--- src/logic/issue_pkg.sv ---
/* shared types and widths for the scoreboard issue stage
   imported by the status rows, arbiter, register file and top level */
package issue_pkg;

    // architectural register file
    localparam int REG_COUNT = 32;
    localparam int REG_IDX_W = $clog2(REG_COUNT);

    // producer tag width, which caps the number of functional units at 7
    localparam int TAG_W = 3;

    localparam int STATE_W = 2;

    typedef logic [REG_IDX_W-1:0] reg_idx_t;

    // zero means the operand is ready, value k waits on unit k-1
    typedef logic [TAG_W-1:0] tag_t;

    // status row life cycle
    //  EMPTY  free for dispatch
    //  WAIT   loaded, operands may still be pending
    //  RDY    operands ready but passed over by the arbiter
    //  EX     issued, waiting for writeback
    typedef enum logic [STATE_W-1:0] {
        EMPTY = 2'd0,
        WAIT  = 2'd1,
        RDY   = 2'd2,
        EX    = 2'd3
    } fust_state_e;

endpackage

--- src/logic/fu_status_row.sv ---
`timescale 1ns/10ps
/* status row of one functional unit; holds the dispatched instruction, its
   source tags and its age from dispatch until writeback frees the row */
module fu_status_row
    import issue_pkg::*;
#(
    parameter int AGE_W = 3
) (
    input  logic             CLK,
    input  logic             nRST,
    input  logic             load,
    input  reg_idx_t         load_rd,
    input  reg_idx_t         load_rs1,
    input  reg_idx_t         load_rs2,
    input  tag_t             load_tag1,
    input  tag_t             load_tag2,
    input  logic             grant,
    input  logic             finish,
    input  tag_t             clear_tag,
    input  logic             clear_en,
    output logic             busy,
    output logic             ready,
    output logic [AGE_W-1:0] age,
    output reg_idx_t         rd,
    output reg_idx_t         rs1,
    output reg_idx_t         rs2
);

    localparam logic [AGE_W-1:0] AGE_MAX = '1;

    fust_state_e      state;
    fust_state_e      next_state;
    tag_t             tag1;
    tag_t             tag2;
    tag_t             next_tag1;
    tag_t             next_tag2;
    logic [AGE_W-1:0] next_age;
    logic             waiting;

    assign waiting = (state == WAIT) || (state == RDY);
    assign busy    = (state != EMPTY);
    assign ready   = waiting && (tag1 == '0) && (tag2 == '0);

    // a writeback in the dispatch cycle also clears the incoming tags
    always_comb begin
        next_tag1 = load ? load_tag1 : tag1;
        next_tag2 = load ? load_tag2 : tag2;
        if (clear_en && (next_tag1 == clear_tag)) begin
            next_tag1 = '0;
        end
        if (clear_en && (next_tag2 == clear_tag)) begin
            next_tag2 = '0;
        end
    end

    always_comb begin
        next_state = state;
        next_age   = age;
        case (state)
            EMPTY: begin
                if (load) begin
                    next_state = WAIT;
                    next_age   = AGE_W'(1);
                end
            end
            WAIT, RDY: begin
                if (grant) begin
                    next_state = EX;
                end else if (ready) begin
                    next_state = RDY;
                end
                // saturate so a long wait never wraps to young
                if (age != AGE_MAX) begin
                    next_age = age + 1'b1;
                end
            end
            EX: begin
                if (finish) begin
                    next_state = EMPTY;
                    next_age   = '0;
                end
            end
            default: next_state = EMPTY;
        endcase
    end

    always_ff @(posedge CLK or negedge nRST) begin
        if (!nRST) begin
            state <= EMPTY;
            tag1  <= '0;
            tag2  <= '0;
            age   <= '0;
        end else begin
            state <= next_state;
            tag1  <= next_tag1;
            tag2  <= next_tag2;
            age   <= next_age;
        end
    end

    always_ff @(posedge CLK or negedge nRST) begin
        if (!nRST) begin
            rd  <= '0;
            rs1 <= '0;
            rs2 <= '0;
        end else if (load) begin
            rd  <= load_rd;
            rs1 <= load_rs1;
            rs2 <= load_rs2;
        end
    end

    // the arbiter only picks rows that report ready
    grant_needs_ready: assert property (@(posedge CLK) disable iff (!nRST)
        grant |-> ready)
        else $error("status row granted while not ready");

    // writeback must come from a unit that was issued
    finish_needs_ex: assert property (@(posedge CLK) disable iff (!nRST)
        finish |-> (state == EX))
        else $error("status row finished while not executing");

endmodule

--- src/logic/oldest_ready_arbiter.sv ---
`timescale 1ns/10ps
/* picks the oldest ready status row for issue with ties going to the lowest index;
   the grant is one-hot and drops to zero while frozen */
module oldest_ready_arbiter #(
    parameter int NUM_FU = 4,
    parameter int AGE_W  = 3
) (
    input  logic [NUM_FU-1:0]            ready,
    input  logic [NUM_FU-1:0][AGE_W-1:0] ages,
    input  logic                         freeze,
    output logic [NUM_FU-1:0]            grant
);

    localparam int IDX_W = (NUM_FU > 1) ? $clog2(NUM_FU) : 1;

    logic             found;
    logic [IDX_W-1:0] best_idx;
    logic [AGE_W-1:0] best_age;

    // strictly greater keeps the lower index on equal ages
    always_comb begin
        found    = 1'b0;
        best_idx = '0;
        best_age = '0;
        for (int i = 0; i < NUM_FU; i++) begin
            if (ready[i] && (!found || (ages[i] > best_age))) begin
                found    = 1'b1;
                best_idx = IDX_W'(i);
                best_age = ages[i];
            end
        end
    end

    always_comb begin
        grant = '0;
        if (found && !freeze) begin
            grant[best_idx] = 1'b1;
        end
    end

endmodule

--- src/logic/register_file.sv ---
`timescale 1ns/10ps
/* architectural register file with two combinational read ports and one
   write port; register zero is hardwired to zero */
module register_file
    import issue_pkg::*;
#(
    parameter int DATA_W = 32
) (
    input  logic              CLK,
    input  logic              nRST,
    input  logic              wen,
    input  reg_idx_t          wsel,
    input  logic [DATA_W-1:0] wdata,
    input  reg_idx_t          rsel1,
    input  reg_idx_t          rsel2,
    output logic [DATA_W-1:0] rdat1,
    output logic [DATA_W-1:0] rdat2
);

    logic [DATA_W-1:0] regs [REG_COUNT];

    always_ff @(posedge CLK or negedge nRST) begin
        if (!nRST) begin
            for (int i = 0; i < REG_COUNT; i++) begin
                regs[i] <= '0;
            end
        end else if (wen && (wsel != '0)) begin
            regs[wsel] <= wdata;
        end
    end

    // no bypass; a reader released by a writeback reads one cycle later
    always_comb begin
        rdat1 = (rsel1 == '0) ? '0 : regs[rsel1];
        rdat2 = (rsel2 == '0) ? '0 : regs[rsel2];
    end

endmodule

--- src/logic/issue_stage.sv ---
`timescale 1ns/10ps
/* scoreboard issue stage with one status row per functional unit, oldest-ready
   arbitration onto the shared register file reads and registered issue outputs */
module issue_stage
    import issue_pkg::*;
#(
    parameter int NUM_FU = 4,
    parameter int DATA_W = 32,
    parameter int AGE_W  = 3
) (
    input  logic                      CLK,
    input  logic                      nRST,
    input  logic                      dispatch_valid,
    input  logic [$clog2(NUM_FU)-1:0] dispatch_fu,
    input  reg_idx_t                  dispatch_rd,
    input  reg_idx_t                  dispatch_rs1,
    input  reg_idx_t                  dispatch_rs2,
    input  tag_t                      dispatch_tag1,
    input  tag_t                      dispatch_tag2,
    output logic                      dispatch_ready,
    input  logic                      wb_valid,
    input  logic [$clog2(NUM_FU)-1:0] wb_fu,
    input  reg_idx_t                  wb_rd,
    input  logic [DATA_W-1:0]         wb_data,
    input  logic                      freeze,
    output logic                      issue_valid,
    output logic [$clog2(NUM_FU)-1:0] issue_fu,
    output reg_idx_t                  issue_rd,
    output logic [DATA_W-1:0]         issue_rdat1,
    output logic [DATA_W-1:0]         issue_rdat2
);

    localparam int FU_W = $clog2(NUM_FU);

    logic [NUM_FU-1:0]            load;
    logic [NUM_FU-1:0]            finish;
    logic [NUM_FU-1:0]            busy;
    logic [NUM_FU-1:0]            ready;
    logic [NUM_FU-1:0]            grant;
    logic [NUM_FU-1:0][AGE_W-1:0] row_age;
    reg_idx_t                     row_rd  [NUM_FU];
    reg_idx_t                     row_rs1 [NUM_FU];
    reg_idx_t                     row_rs2 [NUM_FU];
    tag_t                         wb_tag;
    logic [FU_W-1:0]              grant_fu;
    reg_idx_t                     sel_rd;
    reg_idx_t                     sel_rs1;
    reg_idx_t                     sel_rs2;
    logic [DATA_W-1:0]            rdat1;
    logic [DATA_W-1:0]            rdat2;

    // unit numbers beyond NUM_FU never accept a dispatch
    assign dispatch_ready = (int'(dispatch_fu) < NUM_FU) && !busy[dispatch_fu];

    // writeback from unit k releases operands tagged k+1
    assign wb_tag = tag_t'(wb_fu) + tag_t'(1);

    for (genvar i = 0; i < NUM_FU; i++) begin : g_row
        assign load[i]   = dispatch_valid && dispatch_ready && (dispatch_fu == FU_W'(i));
        assign finish[i] = wb_valid && (wb_fu == FU_W'(i));

        fu_status_row #(
            .AGE_W (AGE_W)
        ) row_inst (
            .CLK       (CLK),
            .nRST      (nRST),
            .load      (load[i]),
            .load_rd   (dispatch_rd),
            .load_rs1  (dispatch_rs1),
            .load_rs2  (dispatch_rs2),
            .load_tag1 (dispatch_tag1),
            .load_tag2 (dispatch_tag2),
            .grant     (grant[i]),
            .finish    (finish[i]),
            .clear_tag (wb_tag),
            .clear_en  (wb_valid),
            .busy      (busy[i]),
            .ready     (ready[i]),
            .age       (row_age[i]),
            .rd        (row_rd[i]),
            .rs1       (row_rs1[i]),
            .rs2       (row_rs2[i])
        );
    end

    oldest_ready_arbiter #(
        .NUM_FU (NUM_FU),
        .AGE_W  (AGE_W)
    ) arbiter_inst (
        .ready  (ready),
        .ages   (row_age),
        .freeze (freeze),
        .grant  (grant)
    );

    // the one-hot grant lets the granted row win the mux
    always_comb begin
        grant_fu = '0;
        sel_rd   = '0;
        sel_rs1  = '0;
        sel_rs2  = '0;
        for (int i = 0; i < NUM_FU; i++) begin
            if (grant[i]) begin
                grant_fu = FU_W'(i);
                sel_rd   = row_rd[i];
                sel_rs1  = row_rs1[i];
                sel_rs2  = row_rs2[i];
            end
        end
    end

    register_file #(
        .DATA_W (DATA_W)
    ) regfile_inst (
        .CLK   (CLK),
        .nRST  (nRST),
        .wen   (wb_valid),
        .wsel  (wb_rd),
        .wdata (wb_data),
        .rsel1 (sel_rs1),
        .rsel2 (sel_rs2),
        .rdat1 (rdat1),
        .rdat2 (rdat2)
    );

    // issue register held as a whole while execute is frozen
    always_ff @(posedge CLK or negedge nRST) begin
        if (!nRST) begin
            issue_valid <= 1'b0;
            issue_fu    <= '0;
            issue_rd    <= '0;
            issue_rdat1 <= '0;
            issue_rdat2 <= '0;
        end else if (!freeze) begin
            issue_valid <= |grant;
            if (|grant) begin
                issue_fu    <= grant_fu;
                issue_rd    <= sel_rd;
                issue_rdat1 <= rdat1;
                issue_rdat2 <= rdat2;
            end
        end
    end

    // an accepted dispatch holds its row from the next cycle
    dispatch_fills_row: assert property (@(posedge CLK) disable iff (!nRST)
        (dispatch_valid && dispatch_ready) |=> busy[$past(dispatch_fu)])
        else $error("dispatched row not busy after transfer");

endmodule

--- config.mk ---
export PLATFORM = sky130hd
export DESIGN_NAME = issue_stage
export DESIGN_NICKNAME = d
export VERILOG_FILES = /design/src/logic/issue_pkg.sv /design/src/logic/fu_status_row.sv /design/src/logic/oldest_ready_arbiter.sv /design/src/logic/register_file.sv /design/src/logic/issue_stage.sv
export SDC_FILE = /design/constraint.sdc
export NUM_CORES = 2
export LEC_CHECK = 0
export BUFFER_PORTS_ARGS = -buffer_cell sky130_fd_sc_hd__buf_2
export CORE_MARGIN = 2
export CORE_UTILIZATION = 62
export CTS_CLUSTER_DIAMETER = 200
export CTS_CLUSTER_SIZE = 25
export DETAILED_ROUTE_END_ITERATION = 10
export PLACE_DENSITY = 0.78
export REMOVE_ABC_BUFFERS = 1
export SKIP_LAST_GASP = 1
export SLEW_MARGIN = 10
export SYNTH_ARGS = -nofsm -noshare
export SYNTH_HDL_FRONTEND = slang
export SYNTH_SLANG_ARGS = --single-unit
--- constraint.sdc ---
create_clock -name CLK -period 11.7 [get_ports CLK]
set_input_delay 2.34 -clock CLK [delete_from_list [all_inputs] [get_ports CLK]]
set_output_delay 2.34 -clock CLK [all_outputs]
set_load 0.05 [all_outputs]
# Word-level counts from Yosys, hierarchy flattened
# Cells that the tools add are included.
op_classes:
  n_addsub: 5
  mul: 0
  n_div: 0
  order_cmp: 10
  eq_ne: 46
  shifts: 0
  muxes: 93
  n_bitwise: 4
  reduce_logical: 79
ops:
  columns: ["op", "count"]
  rows:
  - ["$bwmux 1024", 1]
  - ["$bmux 32 s5", 2]
  - ["$mux 32", 7]
  - ["$demux 32 s5", 1]
  - ["$mux 3", 31]
  - ["$mux 5", 12]
  - ["$mux 2", 20]
  - ["$pmux 3 s3", 4]
  - ["$logic_and 1x1->1", 32]
  - ["$eq 2x2->1 const B", 12]
  - ["$eq 3x3->1", 8]
  - ["$logic_not 3->1", 8]
  - ["$ne 2x1->1 const B", 12]
  - ["$pmux 2 s3", 4]
  - ["$reduce_and 3->1", 8]
  - ["$ge 6x6->1 const B", 3]
  - ["$not 5->6", 3]
  - ["$add 3x1->3 const B", 4]
  - ["$eq 2x1->1 const B", 6]
  - ["$logic_not 2->1", 6]
  - ["$ne 3x1->1 const B", 4]
  - ["$ne 3x3->1 const B", 4]
  - ["$logic_not 5->1", 2]
  - ["$gt 3x3->1", 3]
  - ["other kinds (16)", 40]
word_totals:
  ff_bits: 1200
  latch_bits: 0
  ramBits: 0
  rom_bits: 0
  in_bits: 67
  out_inout_bits: 73
  memories: 0

# Logic depth before layout (Yosys ltp)
depth:
  word_depth: 31
  ltp_mapped: 38
  mapped_depth_nobuf: 30

# Hierarchy
# From an unflattened synthesis, not the netlist that was laid out.
unflattened:
  hier_cells: 4372
  hier_area_um2: 63540.9
modules_own_cells:
  columns: ["mod", "instances", "cells_each", "area_each_um2"]
  rows:
  - ["register_file", 1, 3667, 54478.5]
  - ["fu_status_row", 4, 100, 1271.2]
  - ["issue_stage", 1, 242, 3507.1]
  - ["oldest_ready_arbiter", 1, 63, 470.5]

# Worst setup path before layout
# OpenSTA, ideal clock, no wires.
synth_path:
  path_kind: "reg-to-reg"
  start: "register g_row[0].row_inst.state[0]"
  end: "register issue_rdat2[12]"
  setup_ns: 0.126
  t_arrival_ns: 7.198
  t_required_ns: 11.574
  path_slack_ns: 4.376
  path_stages_with_launch: 35
  n_path_buf: 6
  period_less_slack_ns: 7.324
  path_cell_list: "dfrtp_1 inv_1 ha_1 nor4b_1 and2_1 clkbuf_1 nand2_1 ha_1 nand3_1 o21ai_0 o21ai_0 nand2_1 buf_1 o21ai_0 ha_1 inv_1 a211o_1 a22o_2 and2_0 clkbuf_1 nor2_1 a21oi_1 ha_1 a31oi_1 a31oi_1 and3_1 clkbuf_2 and2_4 or3_1 buf_2 buf_6 mux2_4 a221oi_1 nor4_1 a221o_1"
synth_between:
  elab_chain_cells: 31
  elab_cells_between_ends: 46
  cone_classes: "order compare: 5; eq/ne: 2; mux: 21; bitwise: 1; reduce/logical: 17"
synth_rtl:
  columns: ["element", "line_no", "rtl"]
  rows:
  - ["start: declaration", "fu_status_row.sv:31", "fust_state_e state;"]
  - ["start signal: assignment", "fu_status_row.sv:94", "state <= next_state;"]
  - ["$eq 2x1->1 or $eq 2x2->1 (tied branches)", "fu_status_row.sv:40", "assign waiting = (state == WAIT) || (state == RDY);"]
  - ["$logic_or 1x1->1 (*)", "fu_status_row.sv:40", null]
  - ["$logic_and 1x1->1 (*) (2 in series)", "fu_status_row.sv:42", "assign ready = waiting && (tag1 == '0) && (tag2 == '0);"]
  - ["$mux 3 or $mux 1 (tied branches)", "oldest_ready_arbiter.sv:26", "if (ready[i] && (!found || (ages[i] > best_age))) begin"]
  - ["$gt 3x3->1 or $logic_not 1->1 (tied branches)", "oldest_ready_arbiter.sv:26", null]
  - ["$logic_or 1x1->1", "oldest_ready_arbiter.sv:26", null]
  - ["$logic_and 1x1->1", "oldest_ready_arbiter.sv:26", null]
  - ["$mux 3 or $mux 1 (tied branches)", "oldest_ready_arbiter.sv:26", null]
  - ["[10 not listed]", null, null]
  - ["$mux 1 (not written as such)", "oldest_ready_arbiter.sv:37", "grant[best_idx] = 1'b1;"]
  - ["$demux 1 s2", null, null]
  - ["$mux 4 (*)", "oldest_ready_arbiter.sv:36", "if (found && !freeze) begin"]
  - ["$mux 5 (4 in series)", "issue_stage.sv:103", "if (grant[i]) begin"]
  - ["$not 5->6 (not written as such)", "register_file.sv:35", "rdat2 = (rsel2 == '0) ? '0 : regs[rsel2];"]
  - ["$bmux 32 s5", "register_file.sv:35", null]
  - ["$mux 32 (not written as such) (2 in series)", "register_file.sv:35", null]
  - ["$mux 32", "register_file.sv:35", null]
  - ["end signal: assignment", "issue_stage.sv:140", "issue_rdat2 <= rdat2;"]
  - ["end: declaration", "issue_stage.sv:30", "output logic [DATA_W-1:0] issue_rdat2"]
# Mark *: on every way between the ends. The rest lies on a longest branch, timed or not. The select of a mux whose other input is x is not followed.
# A chain may end at the register's enable or synchronous reset.

# Worst setup path in the final report
layout_path:
  start: "register g_row[0].row_inst.state[0]"
  end: "register issue_rdat2[16]"
# The elaborated chain is that of the path after synthesis.

==> flow_summary.json <==
{
  "gp_congestion": 0.902,
  "cp.buffers_inverters": 2,
  "number_of_vias_per_cell_after_detailed_routing": 7.19,
  "die_height_um": 324,
  "dieArea_um2": 105000,
  "path_clk_slew_ns": 0.10,
  "clk_path_buf_depth": 3,
  "route.detailed.wl_per_inst_um": 29.2,
  "final.fill_count": 7947,
  "critPathMaxStageDelay_ns": 1.13,
  "worstHoldPathType": "flop to flop",
  "die_w_um": 324,
  "setup_viol": 0,
  "layout.cells.non_filler": 7154,
  "post-cts-setup-buffers": 0,
  "final-hold-violation-count": 0,
  "synth.yosys.seq_area_share_pct": 46.8,
  "worst_ep_required_time_ns": 12.30,
  "drv_slew": 0,
  "postSynthAreaPerCell_um2": 10.5,
  "postCtsResizedCells": 0,
  "core-area_um2": 102000,
  "synth.yosys.warnings": 0,
  "ctsRootBufferMaster": "clkbuf_16",
  "grt_util_met1_pct": 51.9,
  "detail_route.iter0.violations": 7580,
  "layout-area-overhead-vs-synth_pct": 4.65,
  "cap_violations": 0,
  "synth.cell_area_um2": 63400,
  "first_pass_grt_wire_length_um": 313000,
  "cpLargestDelayFamily": "compound AO/OA/AOI/OAI gates",
  "worstSetupStartpointType": "flop",
  "starting_density_of_the_core_pct": 62.4,
  "routed-via-count": 51400,
  "port-buffer-count": 139,
  "timing_worst_slew_pin_value_ns": 1.36,
  "clock_tree.htree_level_count": 2,
  "synthFlopType": "dfrtp_1",
  "final.period_utilization_pct": 87.3,
  "gr-max-usage-layer": "met2",
  "holdBufCountCts": 0,
  "async_flop_share_pct": 100,
  "io-pin-count": 140,
  "cp.arrival_ns": 10.81,
  "max-slew-margin-rel_pct": 8.99,
  "min_period_ns": 10.21,
  "grt.met3_usage_pct": 10.2,
  "detail_route.drc_violations": 0,
  "rsz0062_at_grt": "false",
  "synth_edf_count": 0,
  "num_rows": 117,
  "path_class": "flop to flop",
  "cts.sinks": 1186,
  "cts_tree": "done",
  "flop_and_latch_count_out_of_synthesis": 1186,
  "syn-instance-count": 6036,
  "clock.fmax_mhz": 98.0,
  "final.setup.tns_ns": 0,
  "grt.met2_usage_pct": 59.6,
  "final_net_count": 5870,
  "ratio_of_cells_with_drive_above_1_in_the_final_layout_pct": 25.1,
  "antenna_found_initial": 18,
  "grt_max_degree": 194,
  "crit_end_category": "flop",
  "grt_overflow_total": 0,
  "worst_clock_skew_ns": 0.0214,
  "crit_slowest_cell": "nand2_1",
  "synthDominantAreaCellType": "dfrtp_1",
  "synth.top_cell.area_share_pct": 46.8,
  "insertion_delay_ns": 0.72,
  "drt-pass1-iter-count": 6,
  "cts_buffers": 53,
  "dp_cells": 7083,
  "grt_pass1_vias": 50200,
  "netlist-cell-type-count": 78,
  "gr_usage_total_pct": 39.6,
  "run_status": "finished, final reports clean",
  "reg2reg_setup_slack_ns": 1.49,
  "critical_path.max_fanout": 14,
  "totalWireLength_um": 209000,
  "antenna_left": 0,
  "synthTopCellsByArea": "dfrtp_1 (47%), mux2_2 (19%), nand2_1 (7.3%)",
  "place.detailed.hpwl_um": 116000
}
==> registers in the layout, summed over array words and instances (netlist names) <==
register	flops
issue_rdat1	32
issue_rdat2	32
g_row.row_inst.rs2	20
g_row.row_inst.rd	20
g_row.row_inst.state	8
g_row.row_inst.tag2	12
issue_rd	5
regfile_inst.regs	1010
issue_valid	1
issue_fu	2
g_row.row_inst.tag1	12
g_row.row_inst.age	12
g_row.row_inst.rs1	20
==> through the flow <==
step | setup WS (ns) | util, % | instance area, um^2 | hold WS, ns
global route | 1.09 | 65.3 | 66300 | 0.396
floorplan | -12.60 | - | 61000 | 0.349
CTS | 1.93 | 65.2 | 66300 | 0.386
detailed placement | 1.99 | 63.9 | 64900 | 0.364
global placement | 2.16 | 63.9 | 64900 | 0.363
finish | 1.49 | 65.3 | 66300 | 0.382
==> layer usage <==
layer | vias up | wire [um]
met1 | 25600 | 78300
met2 | 3619 | 90800
li1 | 21200 | -
met4 | 10 | 14100
met3 | 940 | 25700
met5 | - | 125
==> placed cells by master, fill, tap and decap left out, types with 8 or more instances in the layout <==
master        n
a2111oi_0    18
a211oi_1     67
a21o_1        8
a21oi_1      54
a221o_1       8
a221oi_1     49
a22o_1       22
a22oi_1      21
a31oi_1      69
a32o_1       48
a32oi_1     134
and3_1       88
buf_12       20
buf_2       138
buf_4        92
clkbuf_16    55
dfrtp_1    1186
diode_2      14
ha_1         33
inv_1        25
mux2_2     1055
mux2i_1     448
nand2_1    1213
nand2_2      15
nand3_1     402
nand4_1     119
nor2_1       53
nor2_4       26
nor3_1       18
o2111ai_1    26
o211ai_1     33
o21ai_0      63
o22ai_1      22
xnor2_1      21
==> cell usage after synthesis, types with 7 or more instances <==
cell,count
mux2_2,1055
a22o_1,22
buf_4,18
and3_1,88
o2111ai_1,26
and2_1,7
nor2_1,81
dfrtp_1,1186
buf_2,119
mux2i_1,448
nand2_1,1230
a2111oi_0,18
a31oi_1,69
a221oi_1,49
a211oi_1,67
a311oi_1,7
o22ai_1,24
ha_1,33
clkbuf_1,343
nand3_1,402
nor3_1,21
o21ai_0,63
a21oi_1,56
buf_1,87
a32o_1,48
xnor2_1,21
a22oi_1,21
inv_1,25
a21o_1,12
o21a_1,7
a221o_1,9
a32oi_1,134
o211ai_1,33
nand4_1,119
==> final cells by class <==
type                       instances  area [um^2]  area share (%)
tap                             1368         1710            2.58
multi-input combinational       4254        31600            47.7
clock inverter                     2         25.0          0.0377
inverter                          25         93.8           0.141
clock buffer                      55         1380            2.08
timing repair buffer             250         1780            2.69
sequential                      1186        29700            44.7
antenna                           14         35.0          0.0528
==> cells by family (layout without fill, tap and decap cells) <==
kind of cell	count (synthesis)	in the layout	synth area share [%]
fa+ha+maj	33	33	0.652
mux	1510	1510	26.0
compound gates	698	698	8.47
buf+inv	596	332	3.90
flops	1186	1186	46.8
other cells	0	14	0
xor+xnor	24	24	0.332
simple gates	1989	1989	13.8
==> worst paths after layout <==
path	startpoint	to	cells after the start
max	g_row[0].row_inst.state[0]	issue_rdat2[16]	28
min	regfile_inst.regs[1022]	regfile_inst.regs[1022]	0
max reg2reg	g_row[0].row_inst.state[0]	issue_rdat2[16]	28
min reg2reg	regfile_inst.regs[1022]	regfile_inst.regs[1022]	0
max in group asynchronous	nRST	regfile_inst.regs[201]	3
min in group asynchronous	nRST	issue_rd[1]	1
Power is not shown: default switching activity piles up to over one toggle a cycle in this logic, so the estimate is an artifact.
